==> src/common/cache_pkg.sv <==
// Cache package with address field positions, word, line and grant types
`default_nettype none

package cache_pkg;

	localparam int NUM_SETS = 8;
	localparam int NUM_WAYS = 2;

	// Word address layout: tag | index | offset | byte
	localparam int TAG_MSB = 15;
	localparam int TAG_LSB = 7;
	localparam int INDEX_MSB = 6;
	localparam int INDEX_LSB = 4;
	localparam int OFFSET_MSB = 3;
	localparam int OFFSET_LSB = 1;

	typedef logic [15:0] word_t;
	typedef logic [1:0] byte_en_t;
	typedef logic [TAG_MSB-TAG_LSB:0] tag_t;
	typedef logic [INDEX_MSB-INDEX_LSB:0] index_t;
	typedef logic [OFFSET_MSB-OFFSET_LSB:0] offset_t;

	// Eight words per line
	typedef logic [127:0] line_t;

	typedef enum logic
	{
		client_fetch = 1'b0,
		client_data = 1'b1
	} client_t;

endpackage

`default_nettype wire

==> src/cache/way_array.sv <==
// Way array holding one entry per set, written on the clock edge and read combinationally
`timescale 1ns/1ps
`default_nettype none

module way_array #(
	parameter type entry_t = logic [7:0]
) (
	input wire logic clk,
	input wire logic write,
	input wire cache_pkg::index_t index,
	input wire entry_t wdata,
	output entry_t rdata
);

	entry_t mem [2**$bits(index)];

	always_ff @(posedge clk)
	begin
		if (write)
			mem[index] <= wdata;
	end

	assign rdata = mem[index];

endmodule

`default_nettype wire

==> src/client_arbiter.sv <==
// Client arbiter granting the fetch or data port access to the shared cache
`timescale 1ns/1ps
`default_nettype none

module client_arbiter (
	input wire logic clk,
	input wire logic rst_n,
	input wire logic if_req,
	input wire cache_pkg::word_t if_addr,
	output logic if_ack,
	output cache_pkg::word_t if_rdata,
	input wire logic dc_req,
	input wire logic dc_write,
	input wire cache_pkg::byte_en_t dc_byte_en,
	input wire cache_pkg::word_t dc_addr,
	input wire cache_pkg::word_t dc_wdata,
	output logic dc_ack,
	output cache_pkg::word_t dc_rdata,
	output logic cache_req,
	output logic cache_write,
	output cache_pkg::byte_en_t cache_byte_en,
	output cache_pkg::word_t cache_addr,
	output cache_pkg::word_t cache_wdata,
	input wire logic cache_ack,
	input wire cache_pkg::word_t cache_rdata
);
	import cache_pkg::*;

	client_t grant_q;
	logic busy_q;
	logic granted_req;

	always_ff @(posedge clk or negedge rst_n)
	begin
		if (!rst_n)
		begin
			grant_q <= client_fetch;
			busy_q <= 1'b0;
		end
		else if (!busy_q)
		begin
			// Data port wins a tie
			if (dc_req || if_req)
			begin
				busy_q <= 1'b1;
				grant_q <= dc_req ? client_data : client_fetch;
			end
		end
		else if (!granted_req && !cache_ack)
		begin
			busy_q <= 1'b0;
		end
	end

	always_comb
	begin
		if (grant_q == client_data)
		begin
			granted_req = dc_req;
			cache_write = dc_write;
			cache_byte_en = dc_byte_en;
			cache_addr = dc_addr;
			cache_wdata = dc_wdata;
		end
		else
		begin
			// Fetch only reads whole words
			granted_req = if_req;
			cache_write = 1'b0;
			cache_byte_en = 2'b11;
			cache_addr = if_addr;
			cache_wdata = '0;
		end
	end

	assign cache_req = busy_q & granted_req;

	assign if_ack = busy_q & (grant_q == client_fetch) & cache_ack;
	assign dc_ack = busy_q & (grant_q == client_data) & cache_ack;
	assign if_rdata = (grant_q == client_fetch) ? cache_rdata : '0;
	assign dc_rdata = (grant_q == client_data) ? cache_rdata : '0;

	// A new grant starts only once the previous ack has fallen
	ack_exclusive: assert property (@(posedge clk) disable iff (!rst_n)
		$rose(busy_q) |-> !cache_ack);

endmodule

`default_nettype wire

==> src/cache/cache_datapath.sv <==
// Cache datapath with tag and line arrays, valid/dirty/LRU state, hit detection and byte merge
`timescale 1ns/1ps
`default_nettype none

module cache_datapath (
	input wire logic clk,
	input wire logic rst_n,
	input wire cache_pkg::word_t req_addr,
	input wire cache_pkg::word_t req_wdata,
	input wire cache_pkg::byte_en_t req_byte_en,
	input wire logic req_write,
	input wire logic lookup_en,
	input wire logic line_write,
	input wire logic line_from_mem,
	input wire logic meta_write,
	input wire logic set_dirty,
	input wire logic lru_update,
	input wire logic evict_sel,
	input wire cache_pkg::line_t pmem_rdata,
	output logic hit,
	output logic hit_way,
	output logic victim_dirty,
	output cache_pkg::word_t rdata,
	output cache_pkg::word_t pmem_addr,
	output cache_pkg::line_t pmem_wdata
);
	import cache_pkg::*;

	tag_t tag;
	index_t index;
	offset_t offset;

	tag_t tag_rd [2];
	line_t line_rd [2];
	logic [1:0] way_hit;

	logic [1:0][NUM_SETS-1:0] valid_q;
	logic [1:0][NUM_SETS-1:0] dirty_q;
	logic [NUM_SETS-1:0] lru_q;

	logic victim;
	logic write_way;
	word_t cur_word;
	word_t new_word;
	line_t merged_line;
	line_t line_wdata;

	assign tag = req_addr[TAG_MSB:TAG_LSB];
	assign index = req_addr[INDEX_MSB:INDEX_LSB];
	assign offset = req_addr[OFFSET_MSB:OFFSET_LSB];

	// LRU bit names the way to evict
	assign victim = lru_q[index];
	assign write_way = hit ? hit_way : victim;

	for (genvar w = 0; w < 2; w++)
	begin : g_way
		way_array #(.entry_t(tag_t)) i_tag (
			.clk(clk),
			.write(meta_write && (write_way == w)),
			.index(index),
			.wdata(tag),
			.rdata(tag_rd[w])
		);

		way_array #(.entry_t(line_t)) i_line (
			.clk(clk),
			.write(line_write && (write_way == w)),
			.index(index),
			.wdata(line_wdata),
			.rdata(line_rd[w])
		);

		assign way_hit[w] = valid_q[w][index] && (tag_rd[w] == tag);
	end

	always_ff @(posedge clk or negedge rst_n)
	begin
		if (!rst_n)
		begin
			valid_q <= '0;
			dirty_q <= '0;
			lru_q <= '0;
			hit <= 1'b0;
			hit_way <= 1'b0;
		end
		else
		begin
			if (lookup_en)
			begin
				hit <= |way_hit;
				hit_way <= way_hit[1];
			end
			// Refill clears dirty, store hit sets it
			if (meta_write)
			begin
				valid_q[write_way][index] <= 1'b1;
				dirty_q[write_way][index] <= set_dirty;
			end
			if (lru_update)
				lru_q[index] <= ~hit_way;
		end
	end

	// Store bytes into the addressed word of the hit line
	always_comb
	begin
		merged_line = line_rd[write_way];
		cur_word = merged_line[offset*$bits(word_t) +: $bits(word_t)];
		new_word = cur_word;
		for (int b = 0; b < 2; b++)
		begin
			if (req_byte_en[b] && req_write)
				new_word[b*8 +: 8] = req_wdata[b*8 +: 8];
		end
		merged_line[offset*$bits(word_t) +: $bits(word_t)] = new_word;
	end

	assign line_wdata = line_from_mem ? pmem_rdata : merged_line;

	assign rdata = line_rd[hit_way][offset*$bits(word_t) +: $bits(word_t)];

	assign victim_dirty = dirty_q[victim][index];
	assign pmem_wdata = line_rd[victim];
	assign pmem_addr = evict_sel ? {tag_rd[victim], index, 4'b0000} : {tag, index, 4'b0000};

	one_way_hit: assert property (@(posedge clk) disable iff (!rst_n)
		lookup_en |-> $countones(way_hit) < NUM_WAYS);

endmodule

`default_nettype wire

==> src/cache/cache_control.sv <==
// Cache control FSM sequencing lookup, write-back, refill and the client ack
`timescale 1ns/1ps
`default_nettype none

module cache_control (
	input wire logic clk,
	input wire logic rst_n,
	input wire logic cache_req,
	input wire logic req_write,
	input wire logic hit,
	input wire logic victim_dirty,
	input wire logic pmem_ack,
	output logic cache_ack,
	output logic lookup_en,
	output logic line_write,
	output logic line_from_mem,
	output logic meta_write,
	output logic set_dirty,
	output logic lru_update,
	output logic evict_sel,
	output logic pmem_req,
	output logic pmem_write
);

	typedef enum logic [2:0]
	{
		s_idle,
		s_lookup,
		s_wb,
		s_wb_rel,
		s_refill,
		s_refill_rel,
		s_ack
	} state_t;

	state_t state_q;
	state_t state_d;

	always_ff @(posedge clk or negedge rst_n)
	begin
		if (!rst_n)
			state_q <= s_idle;
		else
			state_q <= state_d;
	end

	always_comb
	begin
		state_d = state_q;
		cache_ack = 1'b0;
		lookup_en = 1'b0;
		line_write = 1'b0;
		line_from_mem = 1'b0;
		meta_write = 1'b0;
		set_dirty = 1'b0;
		lru_update = 1'b0;
		evict_sel = 1'b0;
		pmem_req = 1'b0;
		pmem_write = 1'b0;
		case (state_q)
			s_idle:
			begin
				if (cache_req)
				begin
					lookup_en = 1'b1;
					state_d = s_lookup;
				end
			end
			s_lookup:
			begin
				if (hit)
				begin
					// Store hit merges bytes and marks the line dirty
					line_write = req_write;
					meta_write = req_write;
					set_dirty = req_write;
					lru_update = 1'b1;
					state_d = s_ack;
				end
				else if (victim_dirty)
					state_d = s_wb;
				else
					state_d = s_refill;
			end
			s_wb:
			begin
				pmem_req = 1'b1;
				pmem_write = 1'b1;
				evict_sel = 1'b1;
				if (pmem_ack)
					state_d = s_wb_rel;
			end
			s_wb_rel:
			begin
				if (!pmem_ack)
					state_d = s_refill;
			end
			s_refill:
			begin
				pmem_req = 1'b1;
				if (pmem_ack)
				begin
					line_write = 1'b1;
					line_from_mem = 1'b1;
					meta_write = 1'b1;
					state_d = s_refill_rel;
				end
			end
			s_refill_rel:
			begin
				// Replay the lookup, now a hit
				if (!pmem_ack)
				begin
					lookup_en = 1'b1;
					state_d = s_lookup;
				end
			end
			s_ack:
			begin
				cache_ack = 1'b1;
				if (!cache_req)
					state_d = s_idle;
			end
			default:
			begin
				state_d = s_idle;
			end
		endcase
	end

	pmem_req_held: assert property (@(posedge clk) disable iff (!rst_n)
		pmem_req && !pmem_ack |=> pmem_req && $stable(pmem_write));

endmodule

`default_nettype wire

==> src/mem_subsystem.sv <==
// Memory subsystem top joining the client arbiter with the cache datapath and control
`timescale 1ns/1ps
`default_nettype none

module mem_subsystem (
	input wire logic clk,
	input wire logic rst_n,
	input wire logic if_req,
	input wire cache_pkg::word_t if_addr,
	output logic if_ack,
	output cache_pkg::word_t if_rdata,
	input wire logic dc_req,
	input wire logic dc_write,
	input wire cache_pkg::byte_en_t dc_byte_en,
	input wire cache_pkg::word_t dc_addr,
	input wire cache_pkg::word_t dc_wdata,
	output logic dc_ack,
	output cache_pkg::word_t dc_rdata,
	output logic pmem_req,
	output logic pmem_write,
	output cache_pkg::word_t pmem_addr,
	output cache_pkg::line_t pmem_wdata,
	input wire logic pmem_ack,
	input wire cache_pkg::line_t pmem_rdata
);
	import cache_pkg::*;

	logic cache_req;
	logic cache_write;
	byte_en_t cache_byte_en;
	word_t cache_addr;
	word_t cache_wdata;
	logic cache_ack;
	word_t cache_rdata;

	logic lookup_en;
	logic line_write;
	logic line_from_mem;
	logic meta_write;
	logic set_dirty;
	logic lru_update;
	logic evict_sel;
	logic hit;
	logic victim_dirty;

	client_arbiter i_arbiter (
		.clk(clk),
		.rst_n(rst_n),
		.if_req(if_req),
		.if_addr(if_addr),
		.if_ack(if_ack),
		.if_rdata(if_rdata),
		.dc_req(dc_req),
		.dc_write(dc_write),
		.dc_byte_en(dc_byte_en),
		.dc_addr(dc_addr),
		.dc_wdata(dc_wdata),
		.dc_ack(dc_ack),
		.dc_rdata(dc_rdata),
		.cache_req(cache_req),
		.cache_write(cache_write),
		.cache_byte_en(cache_byte_en),
		.cache_addr(cache_addr),
		.cache_wdata(cache_wdata),
		.cache_ack(cache_ack),
		.cache_rdata(cache_rdata)
	);

	cache_datapath i_datapath (
		.clk(clk),
		.rst_n(rst_n),
		.req_addr(cache_addr),
		.req_wdata(cache_wdata),
		.req_byte_en(cache_byte_en),
		.req_write(cache_write),
		.lookup_en(lookup_en),
		.line_write(line_write),
		.line_from_mem(line_from_mem),
		.meta_write(meta_write),
		.set_dirty(set_dirty),
		.lru_update(lru_update),
		.evict_sel(evict_sel),
		.pmem_rdata(pmem_rdata),
		.hit(hit),
		.hit_way(),
		.victim_dirty(victim_dirty),
		.rdata(cache_rdata),
		.pmem_addr(pmem_addr),
		.pmem_wdata(pmem_wdata)
	);

	cache_control i_control (
		.clk(clk),
		.rst_n(rst_n),
		.cache_req(cache_req),
		.req_write(cache_write),
		.hit(hit),
		.victim_dirty(victim_dirty),
		.pmem_ack(pmem_ack),
		.cache_ack(cache_ack),
		.lookup_en(lookup_en),
		.line_write(line_write),
		.line_from_mem(line_from_mem),
		.meta_write(meta_write),
		.set_dirty(set_dirty),
		.lru_update(lru_update),
		.evict_sel(evict_sel),
		.pmem_req(pmem_req),
		.pmem_write(pmem_write)
	);

endmodule

`default_nettype wire

==> config.mk <==
export PLATFORM = sky130hd
export DESIGN_NAME = mem_subsystem
export DESIGN_NICKNAME = d
export VERILOG_FILES = /design/src/common/cache_pkg.sv /design/src/cache/way_array.sv /design/src/client_arbiter.sv /design/src/cache/cache_datapath.sv /design/src/cache/cache_control.sv /design/src/mem_subsystem.sv
export SDC_FILE = /design/constraint.sdc
export NUM_CORES = 2
export LEC_CHECK = 0
export BUFFER_PORTS_ARGS = -buffer_cell sky130_fd_sc_hd__buf_2
export CAP_MARGIN = 15
export CORE_ASPECT_RATIO = 2
export CORE_MARGIN = 4
export CORE_UTILIZATION = 35
export DETAILED_ROUTE_END_ITERATION = 12
export GPL_TIMING_DRIVEN = 0
export MAX_ROUTING_LAYER = met4
export PLACE_DENSITY = 0.47
export REMOVE_ABC_BUFFERS = 1
export SYNTH_ARGS = -nofsm -noshare
export SYNTH_HDL_FRONTEND = slang
export SYNTH_SLANG_ARGS = --single-unit
==> constraint.sdc <==
create_clock -name clk -period 14.2 [get_ports clk]
set_input_delay 1.42 -clock clk [delete_from_list [all_inputs] [get_ports clk]]
set_output_delay 1.42 -clock clk [all_outputs]
set_load 0.02 [all_outputs]
======== Word-level counts from Yosys, hierarchy flattened ========
Memory sizes are Yosys's and may differ from the RTL's.
Cells that the tools add are included.
operators by class
  add/subtract/negate cells ............... 1
  magnitude comparators ................... 8
  equal/unequal tests ..................... 14
  shifts and indexed selects .............. 4
  muxes and demuxes ....................... 71
  bitwise logic cells ..................... 13
  reduce and logical (&&, ||, !) cells .... 17
operators by type and width
  kind                                                      count
  2-to-1 mux 128 bit                                        10
  variable part select 128 x 8 -> 16 bit                    2
  bitwise mux 128 bit                                       1
  variable shift 16 x 34 -> 128 bit (first input constant)  1
  variable part select 16 x 34 -> 128 bit                   1
  2-to-1 mux 16 bit                                         5
  2-to-1 mux 8 bit                                          5
  negator 7 -> 34 bit                                       1
  2-to-1 mux 1 bit                                          27
  2-to-1 mux 9 bit                                          3
  2-to-1 mux 3 bit                                          8
  one-hot mux 3 bit (7 select lines)                        1
  == test 9 bit                                             2
  bitwise mux 16 bit                                        1
  OR 16 bit                                                 1
  binary-select mux 1 bit (select 3 bit)                    4
  inequality test 2 bit (second input constant)             5
  == test 3 bit (second input constant)                     3
  logical AND 1 bit                                         9
  bitwise mux 8 bit                                         1
  demux 8 bit (select 1 bit)                                1
  == test 3 x 2 -> 1 bit (second input constant)            2
  >= comparator 2 bit (second input constant)               3
  NOT 1 -> 2 bit                                            3
  17 further kinds                                          28
word-level totals
  register bits after elaboration ......... 47
  RAM bits ................................ 2192
  output and inout port bits .............. 180
  memories kept ........................... 4
memory list
  name                            depth  bits a word  read ports  clocked after memory_dff  write ports  line             source
  i_datapath.g_way[0].i_line.mem  8      128          1           0                         1            way_array.sv:15  entry_t mem [2**$bits(index)];
  i_datapath.g_way[1].i_line.mem  8      128          1           0                         1            way_array.sv:15
  i_datapath.g_way[0].i_tag.mem   8      9            1           0                         1            way_array.sv:15
  i_datapath.g_way[1].i_tag.mem   8      9            1           0                         1            way_array.sv:15

======== Longest topological paths before layout ========
  depth after elaboration ................. 13
  mapped depth ............................ 19
  gate-level depth less buffers ........... 10

======== Cells and area by module ========
Synthesis repeated with hierarchy kept, for this count alone.
unflattened totals
  cell total of the unflattened synthesis .. 4976
  area, all modules ....................... 94800.9 um^2
modules (own cells, without submodules)
  module                                      instances  cells each  area an instance (um^2)
  way_array (i_datapath.g_way[0].i_line ...)  2          1678        38699.6
  cache_datapath                              1          1212        10611.4
  way_array (i_datapath.g_way[0].i_tag ...)   2          143         2870.3
  client_arbiter                              1          87          734.5
  cache_control                               1          35          315.3

======== Least setup slack after synthesis ========
OpenSTA, ideal clock, no wires.
  kind .................................... input port to flip-flop
  from .................................... input if_addr[6]
  to ...................................... register i_datapath.valid_q[11] (netlist bit)
  arrival time ............................ 9.981 ns
  required time ........................... 14.098 ns
  setup slack ............................. 4.118 ns
  stages on the path ...................... 15
  buffers on the path ..................... 8
  cells stage by stage .................... clkbuf_2 > or3b_1 > clkbuf_1 > nand2_1 > a32o_2 > o31ai_4 > buf_6 > buf_12 > buf_12 > buf_12 > buf_6 > nand2_1 > clkbuf_1 > nor2_1 > or2_2
between the ends
  cells in the longest elaborated chain, start to end .. 9
  elaborated cells on any way between the ends .. 15
  those cells by class .................... order compare: 4; mux: 8; bitwise: 1; reduce/logical: 2
RTL lines
  what                                                                                      line                  source
  from (decl)                                                                               mem_subsystem.sv:9    input wire cache_pkg::word_t if_addr,
  2-to-1 mux 16 bit (*)                                                                     client_arbiter.sv:57  if (grant_q == client_data)
  binary-select mux 1 bit (select 3 bit)                                                    cache_datapath.sv:53  assign victim = lru_q[index];
  2-to-1 mux 1 bit (implied by the code)                                                    cache_datapath.sv:53
  2-to-1 mux 1 bit                                                                          cache_datapath.sv:54  assign write_way = hit ? hit_way : victim;
  < comparator 1 x 2 -> 1 bit (implied by the code) or >= comparator 1 bit (tied branches)  cache_datapath.sv:97  valid_q[write_way][index] <= 1'b1;
  logical AND 1 bit (implied by the code)                                                   cache_datapath.sv:97
  2-to-1 mux 8 bit (implied by the code)                                                    cache_datapath.sv:97
  demux 8 bit (select 1 bit) (*)                                                            n/a
  OR 16 bit (no source line) (*)                                                            n/a
  to (signal assigned)                                                                      cache_datapath.sv:81  valid_q <= '0;
  to (signal, indexed assignment)                                                           cache_datapath.sv:97
  to (decl)                                                                                 cache_datapath.sv:37  logic [1:0][NUM_SETS-1:0] valid_q;
Every way passes the cells marked *; elsewhere a longest branch is shown, timed or not. The select of a mux whose other input is x is not followed.
A chain may end at the register's enable or synchronous reset.

==> results.json <==
{
  "cts_setup_buffers": 0,
  "fin_ws_ns": 4.70,
  "io_pins": 364,
  "layout_commonest_cell": "edfxtp_1",
  "initial_core_util_pct": 35.1,
  "grt_pass1_wl_mm": 587,
  "grt_use_total_pct": 32.1,
  "die_x_um": 375,
  "avgViaCountPerCell": 6.48,
  "start_kind": "register",
  "netlist_area_um2": 94200,
  "reg2reg_from": "i_arbiter.grant_q",
  "place_inst": 10100,
  "worst_skew_pair.late_latency_ns": 0.89,
  "design.die.area_um2": 278000,
  "yosysTopAreaCell": "edfxtp_1",
  "ys_seq_area_share_pct": 71.1,
  "setup_viol": 0,
  "status": "complete, no violations",
  "drt_iter0_markers": 9963,
  "cts.clk_slew.worst_paths_ns": 0.07,
  "numCtsBuffers": 206,
  "vdd_drop_max_mv": 0.117,
  "totalWireLength_mm": 449,
  "syn_to_final_growth_pct": 18.3,
  "rsz0062_at_grt": "no",
  "drc": 0,
  "portBuffers": 357,
  "die_h_um": 742,
  "crit_arrival_ns": 9.97,
  "yosysWarnings": 0,
  "cts_resized": 0,
  "ctsHoldBuffers": 0,
  "synth_edf_count": 2192,
  "pre_cts_ws_ns": 4.67,
  "fillers": 24300,
  "p_per_area_nw_per_um2": 228,
  "p_total_mw": 25.5,
  "final_cell_mix": "edfxtp_1, a21oi_1, nand2_1",
  "cts_sinks": 2239,
  "dpl_cell_area_um2": 105000,
  "drive_gt1_share_pct": 18.0,
  "ys_types": 113,
  "synth_area_leaders": "edfxtp_1, mux2i_1, o22ai_1",
  "leakage_nw": 37.7,
  "rr_endpoint": "i_datapath.g_way[0].i_line.mem[0][16]",
  "r2r_setup_slack_ns": 4.70,
  "fin_crit_ns": 9.50,
  "ant_nets": 0,
  "coreArea_um2": 268000,
  "tightest_slew_ns": 1.48,
  "fin_hold_ws_ns": 0.448,
  "htreeDepth": 4,
  "hold_viol": 0,
  "cts_buffer_depth": 4,
  "synthCells": 6378,
  "core.rowCount": 269,
  "post_synth.cell_area_avg_um2": 14.8,
  "skew_ns": 0.0539,
  "fin_crit_sh_pct": 66.9,
  "final-max-slew-violation-count": 0,
  "grt_pass1_vias": 63000,
  "fmax_ghz": 0.105,
  "ys.flop_type": "edfxtp_1",
  "reg2regPathDepth": 23,
  "overflow": 0,
  "synth_top_area_share_pct": 69.9,
  "drtPass1Iterations": 7,
  "cp-end-kind": "register",
  "max_cap_violations": 0,
  "hp-class": "in -> async",
  "num_vias": 68300,
  "cts_tree": "done",
  "wl_per_cell_um": 42.6,
  "layout.cells.non_filler": 10500,
  "cts_root_buffer": "clkbuf_16",
  "tns_ns": 0,
  "crit_required_ns": 14.68,
  "gp_congestion": 0.853,
  "finish.net_count": 6998,
  "antenna_found_initial": 46,
  "relSlewSlack_pct": 1.19,
  "hpwlAfterDp_mm": 296,
  "async_flop_share_pct": 2.10,
  "crit_type": "reg -> reg",
  "finish.utilization_pct": 41.5,
  "cp_max_fo": 76,
  "grt_start_max_net_pins": 77,
  "ys_seq_elements": 2239,
  "design_area_um2": 111000
}
==> worst max-delay path, cell delays in order, from the launching register on <==
cell and delay (ns):
dfrtp_4 0.74, buf_16 0.35, mux2i_4 0.89, buf_12 0.28
buf_12 0.21, buf_12 0.21, inv_8 0.04, buf_16 0.20
buf_16 0.31, mux2i_1 0.21, a32o_2 0.27, o31ai_4 0.78
buf_8 0.26, buf_8 0.21, buf_8 0.22, buf_16 0.18
buf_16 0.16, buf_8 0.21, buf_16 0.18, mux2i_1 0.67
mux2i_1 0.18, o22ai_1 0.49, a21oi_2 0.33, o21ai_1 1.00
==> report_power, final <==
part	internal (mW)	total (mW)	switching, mW
combinational	2.85	10.5	7.68
sequential	9.30	9.39	0.0900
clock	2.99	5.53	2.54
==> cell usage after synthesis (14+ instances only) <==
| master | count |
|---|---|
| o21ai_1 | 38 |
| a311oi_1 | 19 |
| and2_1 | 21 |
| buf_6 | 27 |
| o31ai_1 | 35 |
| nand4_1 | 23 |
| nand3_1 | 88 |
| a21o_1 | 14 |
| a221oi_1 | 28 |
| o22a_1 | 37 |
| a32oi_1 | 20 |
| mux4_2 | 49 |
| a211o_1 | 18 |
| o211ai_1 | 38 |
| a221o_1 | 48 |
| a31oi_1 | 45 |
| a21oi_1 | 507 |
| buf_4 | 80 |
| o22ai_1 | 407 |
| buf_2 | 180 |
| buf_1 | 34 |
| a311o_1 | 28 |
| inv_1 | 28 |
| edfxtp_1 | 2192 |
| nor3_1 | 51 |
| nor4_1 | 21 |
| nand2b_1 | 17 |
| or4_1 | 74 |
| o21ai_0 | 139 |
| o221ai_1 | 91 |
| nand2_1 | 499 |
| nor2_1 | 294 |
| a22oi_1 | 104 |
| xnor2_1 | 19 |
| and3_1 | 54 |
| clkbuf_1 | 145 |
| dfrtp_1 | 47 |
| mux2i_1 | 457 |
| mux2_2 | 63 |
| or3_1 | 76 |
==> cell families after synthesis <==
group | Yosys count | share of synthesized area [%]
mux | 572 | 6.84
xor+xnor | 19 | 0.177
simple gates | 1291 | 6.60
buf+inv | 508 | 2.90
flops | 2239 | 71.1
other cells | 1 | 0.00398
compound gates | 1743 | 12.3
fa+ha+maj | 5 | 0.0664
==> sequential cells by signal, summed over array words and instances (netlist names) <==
name,cells
i_datapath.hit_way,1
i_datapath.g_way.i_line.mem,2048
i_control.state_q,3
i_datapath.g_way.i_tag.mem,144
i_datapath.hit,1
i_datapath.lru_q,8
i_datapath.dirty_q,16
i_arbiter.busy_q,1
i_arbiter.grant_q,1
i_datapath.valid_q,16
==> worst max-delay path by stage <==
stage	start	end	cells after the start
4_1_cts	i_arbiter.grant_q	i_datapath.g_way[1].i_line.mem[3][32]	23
3_5_place_dp	if_addr[4]	i_datapath.g_way[1].i_line.mem[5][32]	23
2_1_floorplan	i_arbiter.grant_q	i_datapath.valid_q[14]	8
6_report	i_arbiter.grant_q	i_datapath.g_way[0].i_line.mem[0][16]	23
3_3_place_gp	i_arbiter.grant_q	i_datapath.valid_q[8]	8
5_1_grt	i_arbiter.grant_q	i_datapath.g_way[0].i_line.mem[7][28]	23
==> routing by layer <==
metal  track usage [%]  share of wire, %
met5                 -                 0
met4              17.2               6.3
met3              6.78                10
met2              49.2                46
met1              39.9                38
==> cell type report <==
| class | count | area, um^2 | area share, % |
|---|---|---|---|
| tap | 3523 | 4410 | 3.96 |
| clock inverter | 117 | 1030 | 0.929 |
| timing repair buffer | 695 | 8300 | 7.45 |
| sequential | 2239 | 67000 | 60.1 |
| multi-input combinational | 3634 | 25000 | 22.4 |
| antenna | 56 | 140 | 0.126 |
| clock buffer | 245 | 5320 | 4.78 |
| inverter | 33 | 215 | 0.193 |
Note: power is estimated with default switching activity, not from simulation.
